**src/hdl/rv_id_pkg.sv**
```systemverilog
// rv32i decode stage shared widths, opcodes and bus types
`default_nettype none

package rv_id_pkg;

  localparam int XLEN   = 32;
  localparam int REG_AW = 5;
  localparam int NREGS  = 32;

  // major opcodes, inst[6:0]
  localparam logic [6:0] OPC_LUI    = 7'b0110111;
  localparam logic [6:0] OPC_AUIPC  = 7'b0010111;
  localparam logic [6:0] OPC_JAL    = 7'b1101111;
  localparam logic [6:0] OPC_JALR   = 7'b1100111;
  localparam logic [6:0] OPC_BRANCH = 7'b1100011;
  localparam logic [6:0] OPC_LOAD   = 7'b0000011;
  localparam logic [6:0] OPC_STORE  = 7'b0100011;
  localparam logic [6:0] OPC_OPIMM  = 7'b0010011;
  localparam logic [6:0] OPC_OP     = 7'b0110011;

  localparam logic [31:0] INST_NOP = 32'h00000013;  // addi x0, x0, 0

  typedef struct packed {
    logic [6:0] funct7;
    logic [4:0] rs2;
    logic [4:0] rs1;
    logic [2:0] funct3;
    logic [4:0] rd;
    logic [6:0] opcode;
  } r_fmt_t;

  typedef struct packed {
    logic [11:0] imm11_0;
    logic [4:0]  rs1;
    logic [2:0]  funct3;
    logic [4:0]  rd;
    logic [6:0]  opcode;
  } i_fmt_t;

  typedef struct packed {
    logic [6:0] imm11_5;
    logic [4:0] rs2;
    logic [4:0] rs1;
    logic [2:0] funct3;
    logic [4:0] imm4_0;
    logic [6:0] opcode;
  } s_fmt_t;

  // branch offset bits are scattered, bit 0 implied
  typedef struct packed {
    logic       imm12;
    logic [5:0] imm10_5;
    logic [4:0] rs2;
    logic [4:0] rs1;
    logic [2:0] funct3;
    logic [3:0] imm4_1;
    logic       imm11;
    logic [6:0] opcode;
  } b_fmt_t;

  typedef struct packed {
    logic [19:0] imm31_12;
    logic [4:0]  rd;
    logic [6:0]  opcode;
  } u_fmt_t;

  typedef struct packed {
    logic       imm20;
    logic [9:0] imm10_1;
    logic       imm11;
    logic [7:0] imm19_12;
    logic [4:0] rd;
    logic [6:0] opcode;
  } j_fmt_t;

  typedef union packed {
    r_fmt_t r_fmt;
    i_fmt_t i_fmt;
    s_fmt_t s_fmt;
    b_fmt_t b_fmt;
    u_fmt_t u_fmt;
    j_fmt_t j_fmt;
  } inst_u;

  typedef struct packed {
    inst_u            inst;
    logic [XLEN-1:0]  pc;
  } fs_to_ds_t;

  typedef enum logic [3:0] {
    ALU_ADD, ALU_SUB, ALU_SLL, ALU_SLT, ALU_SLTU, ALU_XOR,
    ALU_SRL, ALU_SRA, ALU_OR, ALU_AND, ALU_LUI
  } alu_op_e;

  typedef struct packed {
    alu_op_e    alu_op;
    logic       src1_pc;   // pc as operand 1
    logic       src2_imm;  // imm as operand 2
    logic       gpr_wen;
    logic       mem_ren;
    logic       mem_wen;
    logic [2:0] mem_op;    // load/store funct3
    logic       br_en;
    logic [2:0] br_func;   // branch funct3
    logic       jal;
    logic       jalr;
    logic       invalid;
  } ctrl_t;

  typedef struct packed {
    ctrl_t             ctrl;
    logic [REG_AW-1:0] rd;
    logic [XLEN-1:0]   pc;
    logic [XLEN-1:0]   rs1_data;
    logic [XLEN-1:0]   rs2_data;
    logic [XLEN-1:0]   imm;
  } ds_to_es_t;

  typedef struct packed {
    logic            taken;
    logic [XLEN-1:0] target;
  } br_bus_t;

  typedef struct packed {
    logic              wen;
    logic [REG_AW-1:0] waddr;
    logic [XLEN-1:0]   wdata;
  } rf_wr_t;

  typedef struct packed {
    logic [REG_AW-1:0] rd;      // 0 when nothing to forward
    logic [XLEN-1:0]   result;
  } bypass_t;

endpackage

`default_nettype wire

```
**src/hdl/branch_unit.sv**
```systemverilog
// branch and jump resolve, target compute and redirect decision
`timescale 1ns/1ps
`default_nettype none

module branch_unit (
  input  wire                          i_valid,
  input  wire [rv_id_pkg::XLEN-1:0]    i_pc,
  input  wire [rv_id_pkg::XLEN-1:0]    i_imm,
  input  wire [rv_id_pkg::XLEN-1:0]    i_rs1_data,
  input  wire [rv_id_pkg::XLEN-1:0]    i_rs2_data,
  input  rv_id_pkg::ctrl_t             i_ctrl,
  input  wire [rv_id_pkg::XLEN-1:0]    i_fetch_pc,
  output rv_id_pkg::br_bus_t           o_br
);
  import rv_id_pkg::*;

  logic            eq;
  logic            lt;
  logic            ltu;
  logic            cond;
  logic            redirect;
  logic [XLEN-1:0] target;

  assign eq  = i_rs1_data == i_rs2_data;
  assign lt  = $signed(i_rs1_data) < $signed(i_rs2_data);
  assign ltu = i_rs1_data < i_rs2_data;

  always_comb begin
    case (i_ctrl.br_func)
      3'b000:  cond = eq;    // beq
      3'b001:  cond = !eq;   // bne
      3'b100:  cond = lt;    // blt
      3'b101:  cond = !lt;   // bge
      3'b110:  cond = ltu;   // bltu
      3'b111:  cond = !ltu;  // bgeu
      default: cond = 1'b0;
    endcase
  end

  always_comb begin
    if (i_ctrl.jalr) begin
      target = (i_rs1_data + i_imm) & ~32'd1;
    end else begin
      target = i_pc + i_imm;
    end
  end

  assign redirect = (i_ctrl.br_en && cond) || i_ctrl.jal || i_ctrl.jalr;

  // no redirect when fetch already sits on the target
  assign o_br.taken  = i_valid && redirect && (target != i_fetch_pc);
  assign o_br.target = target;

endmodule

`default_nettype wire

```
**src/hdl/gpr_file.sv**
```systemverilog
// 32x32 general purpose register file, two async reads, one sync write
`timescale 1ns/1ps
`default_nettype none

module gpr_file (
  input  wire                            i_clk,
  input  wire                            i_rst_n,
  input  wire [rv_id_pkg::REG_AW-1:0]    i_raddr1,
  input  wire [rv_id_pkg::REG_AW-1:0]    i_raddr2,
  output logic [rv_id_pkg::XLEN-1:0]     o_rdata1,
  output logic [rv_id_pkg::XLEN-1:0]     o_rdata2,
  input  rv_id_pkg::rf_wr_t              i_wr
);
  import rv_id_pkg::*;

  logic [XLEN-1:0] regs [NREGS];

  always_ff @(posedge i_clk) begin
    if (!i_rst_n) begin
      for (int i = 0; i < NREGS; i++) begin
        regs[i] <= '0;
      end
    end else if (i_wr.wen && (i_wr.waddr != '0)) begin  // x0 stays zero
      regs[i_wr.waddr] <= i_wr.wdata;
    end
  end

  // no write-through, ws bypass covers same-cycle writes
  assign o_rdata1 = regs[i_raddr1];
  assign o_rdata2 = regs[i_raddr2];

  a_x0_zero: assert property (
    @(posedge i_clk) disable iff (!i_rst_n)
    ((i_raddr1 == '0) |-> (o_rdata1 == '0)) and ((i_raddr2 == '0) |-> (o_rdata2 == '0))
  ) else $error("x0 read returned nonzero data");

endmodule

`default_nettype wire

```
**src/hdl/id_decoder.sv**
```systemverilog
// rv32i instruction decoder, control fields and sign-extended immediate
`timescale 1ns/1ps
`default_nettype none

module id_decoder (
  input  rv_id_pkg::inst_u                i_inst,
  output logic [rv_id_pkg::REG_AW-1:0]    o_rs1,
  output logic [rv_id_pkg::REG_AW-1:0]    o_rs2,
  output logic [rv_id_pkg::REG_AW-1:0]    o_rd,
  output logic [rv_id_pkg::XLEN-1:0]      o_imm,
  output rv_id_pkg::ctrl_t                o_ctrl
);
  import rv_id_pkg::*;

  logic [XLEN-1:0] imm_i;
  logic [XLEN-1:0] imm_s;
  logic [XLEN-1:0] imm_b;
  logic [XLEN-1:0] imm_u;
  logic [XLEN-1:0] imm_j;
  logic [2:0]      funct3;
  logic            alt;      // funct7[5], sub / sra
  logic            use_rs1;
  logic            use_rs2;
  logic            f3_bad;

  function automatic alu_op_e alu_from_f3(input logic [2:0] f3, input logic alt_sel);
    alu_op_e op;
    case (f3)
      3'd0: op = alt_sel ? ALU_SUB : ALU_ADD;
      3'd1: op = ALU_SLL;
      3'd2: op = ALU_SLT;
      3'd3: op = ALU_SLTU;
      3'd4: op = ALU_XOR;
      3'd5: op = alt_sel ? ALU_SRA : ALU_SRL;
      3'd6: op = ALU_OR;
      3'd7: op = ALU_AND;
    endcase
    return op;
  endfunction

  assign funct3 = i_inst.r_fmt.funct3;
  assign alt    = i_inst.r_fmt.funct7[5];

  assign imm_i = {{20{i_inst.i_fmt.imm11_0[11]}}, i_inst.i_fmt.imm11_0};
  assign imm_s = {{20{i_inst.s_fmt.imm11_5[6]}}, i_inst.s_fmt.imm11_5, i_inst.s_fmt.imm4_0};
  assign imm_b = {{19{i_inst.b_fmt.imm12}}, i_inst.b_fmt.imm12, i_inst.b_fmt.imm11,
                  i_inst.b_fmt.imm10_5, i_inst.b_fmt.imm4_1, 1'b0};
  assign imm_u = {i_inst.u_fmt.imm31_12, 12'b0};
  assign imm_j = {{11{i_inst.j_fmt.imm20}}, i_inst.j_fmt.imm20, i_inst.j_fmt.imm19_12,
                  i_inst.j_fmt.imm11, i_inst.j_fmt.imm10_1, 1'b0};

  always_comb begin
    o_ctrl  = '0;
    o_imm   = '0;
    use_rs1 = 1'b0;
    use_rs2 = 1'b0;
    f3_bad  = 1'b0;
    case (i_inst.r_fmt.opcode)
      OPC_LUI: begin
        o_ctrl.alu_op   = ALU_LUI;
        o_ctrl.src2_imm = 1'b1;
        o_ctrl.gpr_wen  = 1'b1;
        o_imm           = imm_u;
      end
      OPC_AUIPC: begin
        o_ctrl.src1_pc  = 1'b1;
        o_ctrl.src2_imm = 1'b1;
        o_ctrl.gpr_wen  = 1'b1;
        o_imm           = imm_u;
      end
      OPC_JAL: begin
        o_ctrl.src1_pc = 1'b1;  // link value pc+4 formed in execute
        o_ctrl.jal     = 1'b1;
        o_ctrl.gpr_wen = 1'b1;
        o_imm          = imm_j;
      end
      OPC_JALR: begin
        use_rs1        = 1'b1;
        o_ctrl.src1_pc = 1'b1;
        o_ctrl.jalr    = 1'b1;
        o_ctrl.gpr_wen = 1'b1;
        o_imm          = imm_i;
      end
      OPC_BRANCH: begin
        use_rs1        = 1'b1;
        use_rs2        = 1'b1;
        o_ctrl.br_en   = 1'b1;
        o_ctrl.br_func = funct3;
        o_imm          = imm_b;
        f3_bad         = (funct3 == 3'd2) || (funct3 == 3'd3);
      end
      OPC_LOAD: begin
        use_rs1         = 1'b1;
        o_ctrl.src2_imm = 1'b1;
        o_ctrl.mem_ren  = 1'b1;
        o_ctrl.gpr_wen  = 1'b1;
        o_ctrl.mem_op   = funct3;
        o_imm           = imm_i;
        f3_bad          = (funct3 == 3'd3) || (funct3 >= 3'd6);  // lb lh lw lbu lhu only
      end
      OPC_STORE: begin
        use_rs1         = 1'b1;
        use_rs2         = 1'b1;
        o_ctrl.src2_imm = 1'b1;
        o_ctrl.mem_wen  = 1'b1;
        o_ctrl.mem_op   = funct3;
        o_imm           = imm_s;
        f3_bad          = funct3 > 3'd2;
      end
      OPC_OPIMM: begin
        use_rs1         = 1'b1;
        o_ctrl.src2_imm = 1'b1;
        o_ctrl.gpr_wen  = 1'b1;
        o_ctrl.alu_op   = alu_from_f3(funct3, (funct3 == 3'd5) && alt);  // srai only
        o_imm           = imm_i;
      end
      OPC_OP: begin
        use_rs1        = 1'b1;
        use_rs2        = 1'b1;
        o_ctrl.gpr_wen = 1'b1;
        o_ctrl.alu_op  = alu_from_f3(funct3, alt);
      end
      default: o_ctrl.invalid = 1'b1;
    endcase

    if (f3_bad) o_ctrl.invalid = 1'b1;
    if (o_ctrl.invalid) begin
      o_ctrl.gpr_wen = 1'b0;
      o_ctrl.mem_ren = 1'b0;
      o_ctrl.mem_wen = 1'b0;
      o_ctrl.br_en   = 1'b0;
    end
  end

  // unused fields read as x0 so they never hit a bypass or a stall
  assign o_rs1 = use_rs1 ? i_inst.r_fmt.rs1 : '0;
  assign o_rs2 = use_rs2 ? i_inst.r_fmt.rs2 : '0;
  assign o_rd  = o_ctrl.gpr_wen ? i_inst.r_fmt.rd : '0;

endmodule

`default_nettype wire

```
**src/hdl/id_stage.sv**
```systemverilog
// rv32i decode stage top, stage register, handshake and operand read
`timescale 1ns/1ps
`default_nettype none

module id_stage (
  input  wire                    i_clk,
  input  wire                    i_rst_n,
  input  wire                    i_fs_valid,
  input  rv_id_pkg::fs_to_ds_t   i_fs_bus,
  output logic                   o_ds_allowin,
  output logic                   o_ds_to_es_valid,
  output rv_id_pkg::ds_to_es_t   o_ds_to_es_bus,
  input  wire                    i_es_allowin,
  output rv_id_pkg::br_bus_t     o_br_bus,
  input  rv_id_pkg::rf_wr_t      i_ws_to_rf_bus,
  input  rv_id_pkg::bypass_t     i_es_bypass,
  input  rv_id_pkg::bypass_t     i_ms_bypass,
  input  rv_id_pkg::bypass_t     i_ws_bypass,
  input  wire                    i_es_load_sel
);
  import rv_id_pkg::*;

  logic              ds_valid;
  logic              ds_ready_go;
  fs_to_ds_t         fs_to_ds_r;   // held instruction and pc
  logic [REG_AW-1:0] rs1;
  logic [REG_AW-1:0] rs2;
  logic [REG_AW-1:0] rd;
  logic [XLEN-1:0]   imm;
  ctrl_t             ctrl;
  logic [XLEN-1:0]   rf_rdata1;
  logic [XLEN-1:0]   rf_rdata2;
  logic [XLEN-1:0]   rs1_data;
  logic [XLEN-1:0]   rs2_data;
  logic              load_stall;

  assign ds_ready_go      = !load_stall;
  assign o_ds_allowin     = !ds_valid || (ds_ready_go && i_es_allowin);
  assign o_ds_to_es_valid = ds_valid && ds_ready_go;

  always_ff @(posedge i_clk) begin
    if (!i_rst_n) begin
      ds_valid <= 1'b0;
    end else if (o_ds_allowin) begin
      ds_valid <= i_fs_valid;
    end
  end

  always_ff @(posedge i_clk) begin
    if (i_fs_valid && o_ds_allowin) begin
      if (o_br_bus.taken) begin
        fs_to_ds_r.inst <= INST_NOP;  // squash the fall-through fetch
      end else begin
        fs_to_ds_r.inst <= i_fs_bus.inst;
      end
      fs_to_ds_r.pc <= i_fs_bus.pc;
    end
  end

  id_decoder u_decoder (
    .i_inst  (fs_to_ds_r.inst),
    .o_rs1   (rs1),
    .o_rs2   (rs2),
    .o_rd    (rd),
    .o_imm   (imm),
    .o_ctrl  (ctrl)
  );

  gpr_file u_gprs (
    .i_clk     (i_clk),
    .i_rst_n   (i_rst_n),
    .i_raddr1  (rs1),
    .i_raddr2  (rs2),
    .o_rdata1  (rf_rdata1),
    .o_rdata2  (rf_rdata2),
    .i_wr      (i_ws_to_rf_bus)
  );

  operand_bypass u_bypass (
    .i_rs1          (rs1),
    .i_rs2          (rs2),
    .i_rf_rdata1    (rf_rdata1),
    .i_rf_rdata2    (rf_rdata2),
    .i_es           (i_es_bypass),
    .i_ms           (i_ms_bypass),
    .i_ws           (i_ws_bypass),
    .i_es_load_sel  (i_es_load_sel),
    .o_rs1_data     (rs1_data),
    .o_rs2_data     (rs2_data),
    .o_load_stall   (load_stall)
  );

  // operands are stale while stalled on a load, hold off the compare
  branch_unit u_bru (
    .i_valid     (ds_valid && ds_ready_go),
    .i_pc        (fs_to_ds_r.pc),
    .i_imm       (imm),
    .i_rs1_data  (rs1_data),
    .i_rs2_data  (rs2_data),
    .i_ctrl      (ctrl),
    .i_fetch_pc  (i_fs_bus.pc),
    .o_br        (o_br_bus)
  );

  always_comb begin
    o_ds_to_es_bus.ctrl     = ctrl;
    o_ds_to_es_bus.rd       = rd;
    o_ds_to_es_bus.pc       = fs_to_ds_r.pc;
    o_ds_to_es_bus.rs1_data = rs1_data;
    o_ds_to_es_bus.rs2_data = rs2_data;
    o_ds_to_es_bus.imm      = imm;
  end

  // a squashed fetch leaves decode as a harmless bubble
  a_squash_nop: assert property (
    @(posedge i_clk) disable iff (!i_rst_n)
    (i_fs_valid && o_ds_allowin && o_br_bus.taken) |=>
      (ds_valid && (o_ds_to_es_bus.rd == '0) && !o_ds_to_es_bus.ctrl.mem_ren &&
       !o_ds_to_es_bus.ctrl.mem_wen && !o_ds_to_es_bus.ctrl.br_en &&
       !o_ds_to_es_bus.ctrl.jal && !o_ds_to_es_bus.ctrl.jalr)
  ) else $error("squashed fetch did not become a nop");

  a_hold_stable: assert property (
    @(posedge i_clk) disable iff (!i_rst_n)
    (o_ds_to_es_valid && !i_es_allowin) |=> (o_ds_to_es_valid && $stable(o_ds_to_es_bus))
  ) else $error("output bus changed under back-pressure");

endmodule

`default_nettype wire

```
**src/hdl/operand_bypass.sv**
```systemverilog
// operand forwarding from es/ms/ws and load-use hazard detect
`timescale 1ns/1ps
`default_nettype none

module operand_bypass (
  input  wire [rv_id_pkg::REG_AW-1:0]  i_rs1,
  input  wire [rv_id_pkg::REG_AW-1:0]  i_rs2,
  input  wire [rv_id_pkg::XLEN-1:0]    i_rf_rdata1,
  input  wire [rv_id_pkg::XLEN-1:0]    i_rf_rdata2,
  input  rv_id_pkg::bypass_t           i_es,
  input  rv_id_pkg::bypass_t           i_ms,
  input  rv_id_pkg::bypass_t           i_ws,
  input  wire                          i_es_load_sel,
  output logic [rv_id_pkg::XLEN-1:0]   o_rs1_data,
  output logic [rv_id_pkg::XLEN-1:0]   o_rs2_data,
  output logic                         o_load_stall
);
  import rv_id_pkg::*;

  // youngest producer wins
  function automatic logic [XLEN-1:0] fwd(
    input logic [REG_AW-1:0] rs,
    input logic [XLEN-1:0]   rf_data,
    input bypass_t           es,
    input bypass_t           ms,
    input bypass_t           ws
  );
    logic [XLEN-1:0] data;
    if ((es.rd != '0) && (es.rd == rs)) begin
      data = es.result;
    end else if ((ms.rd != '0) && (ms.rd == rs)) begin
      data = ms.result;
    end else if ((ws.rd != '0) && (ws.rd == rs)) begin
      data = ws.result;
    end else begin
      data = rf_data;
    end
    return data;
  endfunction

  assign o_rs1_data = fwd(i_rs1, i_rf_rdata1, i_es, i_ms, i_ws);
  assign o_rs2_data = fwd(i_rs2, i_rf_rdata2, i_es, i_ms, i_ws);

  // load data only exists once es hands it to ms
  assign o_load_stall = i_es_load_sel && (i_es.rd != '0) &&
                        ((i_es.rd == i_rs1) || (i_es.rd == i_rs2));

endmodule

`default_nettype wire

```
**config.mk**
```make
export PLATFORM = sky130hd
export DESIGN_NAME = id_stage
export DESIGN_NICKNAME = d
export VERILOG_FILES = /design/src/hdl/rv_id_pkg.sv /design/src/hdl/branch_unit.sv /design/src/hdl/gpr_file.sv /design/src/hdl/id_decoder.sv /design/src/hdl/id_stage.sv /design/src/hdl/operand_bypass.sv
export SDC_FILE = /design/constraint.sdc
export NUM_CORES = 2
export LEC_CHECK = 0
export BUFFER_PORTS_ARGS = -buffer_cell sky130_fd_sc_hd__buf_2
export CORE_MARGIN = 2
export CORE_UTILIZATION = 40
export CTS_CLUSTER_DIAMETER = 80
export CTS_CLUSTER_SIZE = 28
export DETAILED_ROUTE_END_ITERATION = 6
export SYNTH_ARGS = -nofsm -noshare
export SYNTH_HDL_FRONTEND = slang
export SYNTH_SLANG_ARGS = --single-unit
```
**constraint.sdc**
```tcl
create_clock -name i_clk -period 13.4 [get_ports i_clk]
set_input_delay 0.67 -clock i_clk [delete_from_list [all_inputs] [get_ports i_clk]]
set_output_delay 0.67 -clock i_clk [all_outputs]
set_load 0.02 [all_outputs]
```
==> results.md <==
- Outcome: complete, but fails checks
- Failing checks: capacitance limit
- Nets: 7,607
- Ys Warns: 0
- Max IR drop VDD: between 0.1 and 0.15 mV
- Worst r2r path cells: 28
- Req. time, crit path: 12.73 ns
- Antenna Nets Post-Route: 0
- # port buffers: 404
- Final setup violation count: 0
- Final critical-path required period: 11.12 ns
- Die ar.: between 150,000 and 200,000 µm²
- Worst stage delay on the critical path: between 0.6 and 0.7 ns
- Core box area: 170,000 µm²
- Placer Congestion: 0.996
- Largest cells by area after synthesis: edfxtp_1, and2_1, nand2_1, nand3_1, a221oi_1
- Setup TNS: 0 ns
- Cts repair resizes: 0
- Drt pass-1 iters: 7
- Starting density of the core: 40.3%
- Vias: 62,500
- Std-Cell Rows: 151
- Hold Fails Final Rpt: 0
- Lkg Pwr: 28.0 nW
- Detailed Route Iter0 Violations: a little under 10,000
- Fmax: 89.9 MHz
- # clock sinks: approximately 1,100
- Area added between synthesis and finish: 9.07%
- Crit Path Category: reg -> out
- Die width: 418 µm
- Syn Std Cell Area: 68,400 µm²
- Period utilisation layout: around 83%
- Largest net degree at the start of global routing: about 150
- CTS HTree Levels: 2
- Worst clock skew: 0.0314 ns
- Clk buf depth: 3
- Crit Path Max Fanout: 143
- Clock insertion delay at the later pin of the skew report: 0.75 ns
- Max Slew Vio Count: 0
- Crit path DAT: ~10 ns
- Setup Fix Bufs, Post-CTS: 0
- RSZ-0062 raised after global routing: no
- Num CTS Buffers: 59
- Post-synth ARST share: 0%
- Global-route wire length before repair: between 400,000 and 500,000 µm
- DRC Markers: 0
- EDFF count, synth: 1,088
- Vias in the first global route: between 50,000 and 60,000
- Slowest CP cell: a211oi_1
- Max_slew headroom: less than 1%
- Initial antenna violation count: 39
- GRT Total Usage: 33.5%
- Main flop type after synthesis: edfxtp_1
- Avg Inst Size Synth: 9.28 µm²
- Routed WL: 303,000 µm
- Post-DP HPWL: ~190,000 µm
- Top post-synthesis cells by count: nand2_1, edfxtp_1, and2_1
- Yosys top cell by area: edfxtp_1
- CTS root buf: clkbuf_16
- CTS tree: yes
- Synthesized instance count: 7,372
- Worst-path clk slew: 0.10 ns
- Global route overflow: 0
- Min Hold Slack: about 0.14 ns
- Hold-fix buffers, CTS: 0
- PD cells: ~100 nW/µm²
- Max_cap viols: 1
- Least-Margin Pin Slew: 1.47 ns
- Dpl ws: 3.48 ns
- Via-to-Cell Ratio: 6.53
- WL/cell: 31.6 µm
- Seq cells post-synth: roughly 1,100
- CP Capture Type: output port
- Min-delay worst type: in -> reg
- Yosys top cell area share: 47.8%
- Share of cells above drive strength 1: a little under an eighth
- Hold depth: 1
- Most frequent CP cell: a21oi_1
- Chip height: 418 µm
- Seq/Total Area, Yosys: 47.8%
- Unique masters post-synth: 105
- I/O pin count: 405
- Most instantiated library cell after synthesis: nand2_1
- Setup ws final: approximately 2.3 ns
- Startpoint types: flop
-- path summary, 6_finish.rpt --
| check | from | endpoint | slack (ns) |
|---|---|---|---|
| hold reg to reg | ds_valid$_SDFFE_PN0N_ | ds_valid$_SDFFE_PN0N_ | 0.57 |
| setup reg to reg | fs_to_ds_r[37]$_SDFFCE_PP0P_ | fs_to_ds_r[33]$_SDFFCE_PP1P_ | 3.59 |
| hold / removal | i_fs_bus[31] | o_ds_to_es_bus[127]$_DFFE_PP_ | 0.14 |
| setup / recovery | fs_to_ds_r[37]$_SDFFCE_PP0P_ | o_br_bus[32] | 2.28 |
-- critical path: cells and delay by family, from the launching register on --
| family | cells | cell delay [ns] |
|---|---|---|
| AOI/OAI and AO/OA | 13 | 4.15 |
| adders and majority gates | 1 | 0.40 |
| buffers and inverters | 3 | 0.97 |
| DFF | 1 | 0.64 |
| and+or+nand+nor | 12 | 3.31 |
-- routing by layer --
| layer | track usage, % | vias to the layer above | wire, µm |
|---|---|---|---|
| li1 | - | 26600 | - |
| met1 | 43.3 | 30300 | 113000 |
| met4 | 18.3 | 18 | 17900 |
| met5 | 0 | - | 112 |
| met2 | 51.5 | 4669 | 134000 |
| met3 | 8.21 | 924 | 37700 |
-- layout by cell type (no fill, tap or decap), drive strengths merged, types with 74 or more instances in the layout --
cell,count
inv,74
a311oi,113
a221oi,264
nor2,279
o21ai,285
and3,127
a21o,86
a21oi,391
edfxtp,1088
ha,93
a211oi,168
nand2,1296
nand3,548
and2,1017
buf,577
-- per-stage QoR --
step	instances	total power [W]	utilization, %	area (µm²)
4_1_cts	9556	0.00759	43.9	74600
6_report	9578	0.00764	44.0	74600
3_5_place_dp	9451	0.00540	42.7	72500
2_1_floorplan	7403	0.00485	-	68500
3_3_place_gp	9451	0.00539	42.7	72500
5_1_grt	9570	0.00783	44.0	74600
-- cell type report --
class / count / area (µm²)
flip-flops and latches: 1089 / 32700
fillers: 16000 / 95100
inverters: 54 / 203
repair buffers: 577 / 3570
clock inverters: 43 / 576
multi-input cells: 5513 / 33200
well taps: 2218 / 2780
diodes: 22 / 55.1
clock buffers: 62 / 1490
-- report_power, final --
part           switching [W]  internal, W  total (W)
Sequential          0.000116      0.00394    0.00405
Combinational       0.000919     0.000403    0.00132
Clock                0.00133     0.000933    0.00226
-- sequential cells by signal, summed over array words and instances (netlist names) --
register / flops
o_ds_to_es_bus: 32
fs_to_ds_r: 32
ds_valid: 1
u_gprs.regs: 1024
-- cells by family (layout without fill, tap and decap cells) --
group                    Yosys count  in the layout  share of synthesized area [%]
AND/OR/NAND/NOR                 3505           3505                           25.4
AO/OA/AOI/OAI                   1639           1639                           16.5
flip-flops                      1089           1089                           47.8
buffers and inverters            801            736                           4.61
multiplexers                     141            141                           2.55
XOR/XNOR                         101            101                           1.34
adder cells (fa/ha/maj)           95             95                           1.76
other                              1             54                        0.00548
Note: power is estimated with default switching activity, not from simulation.
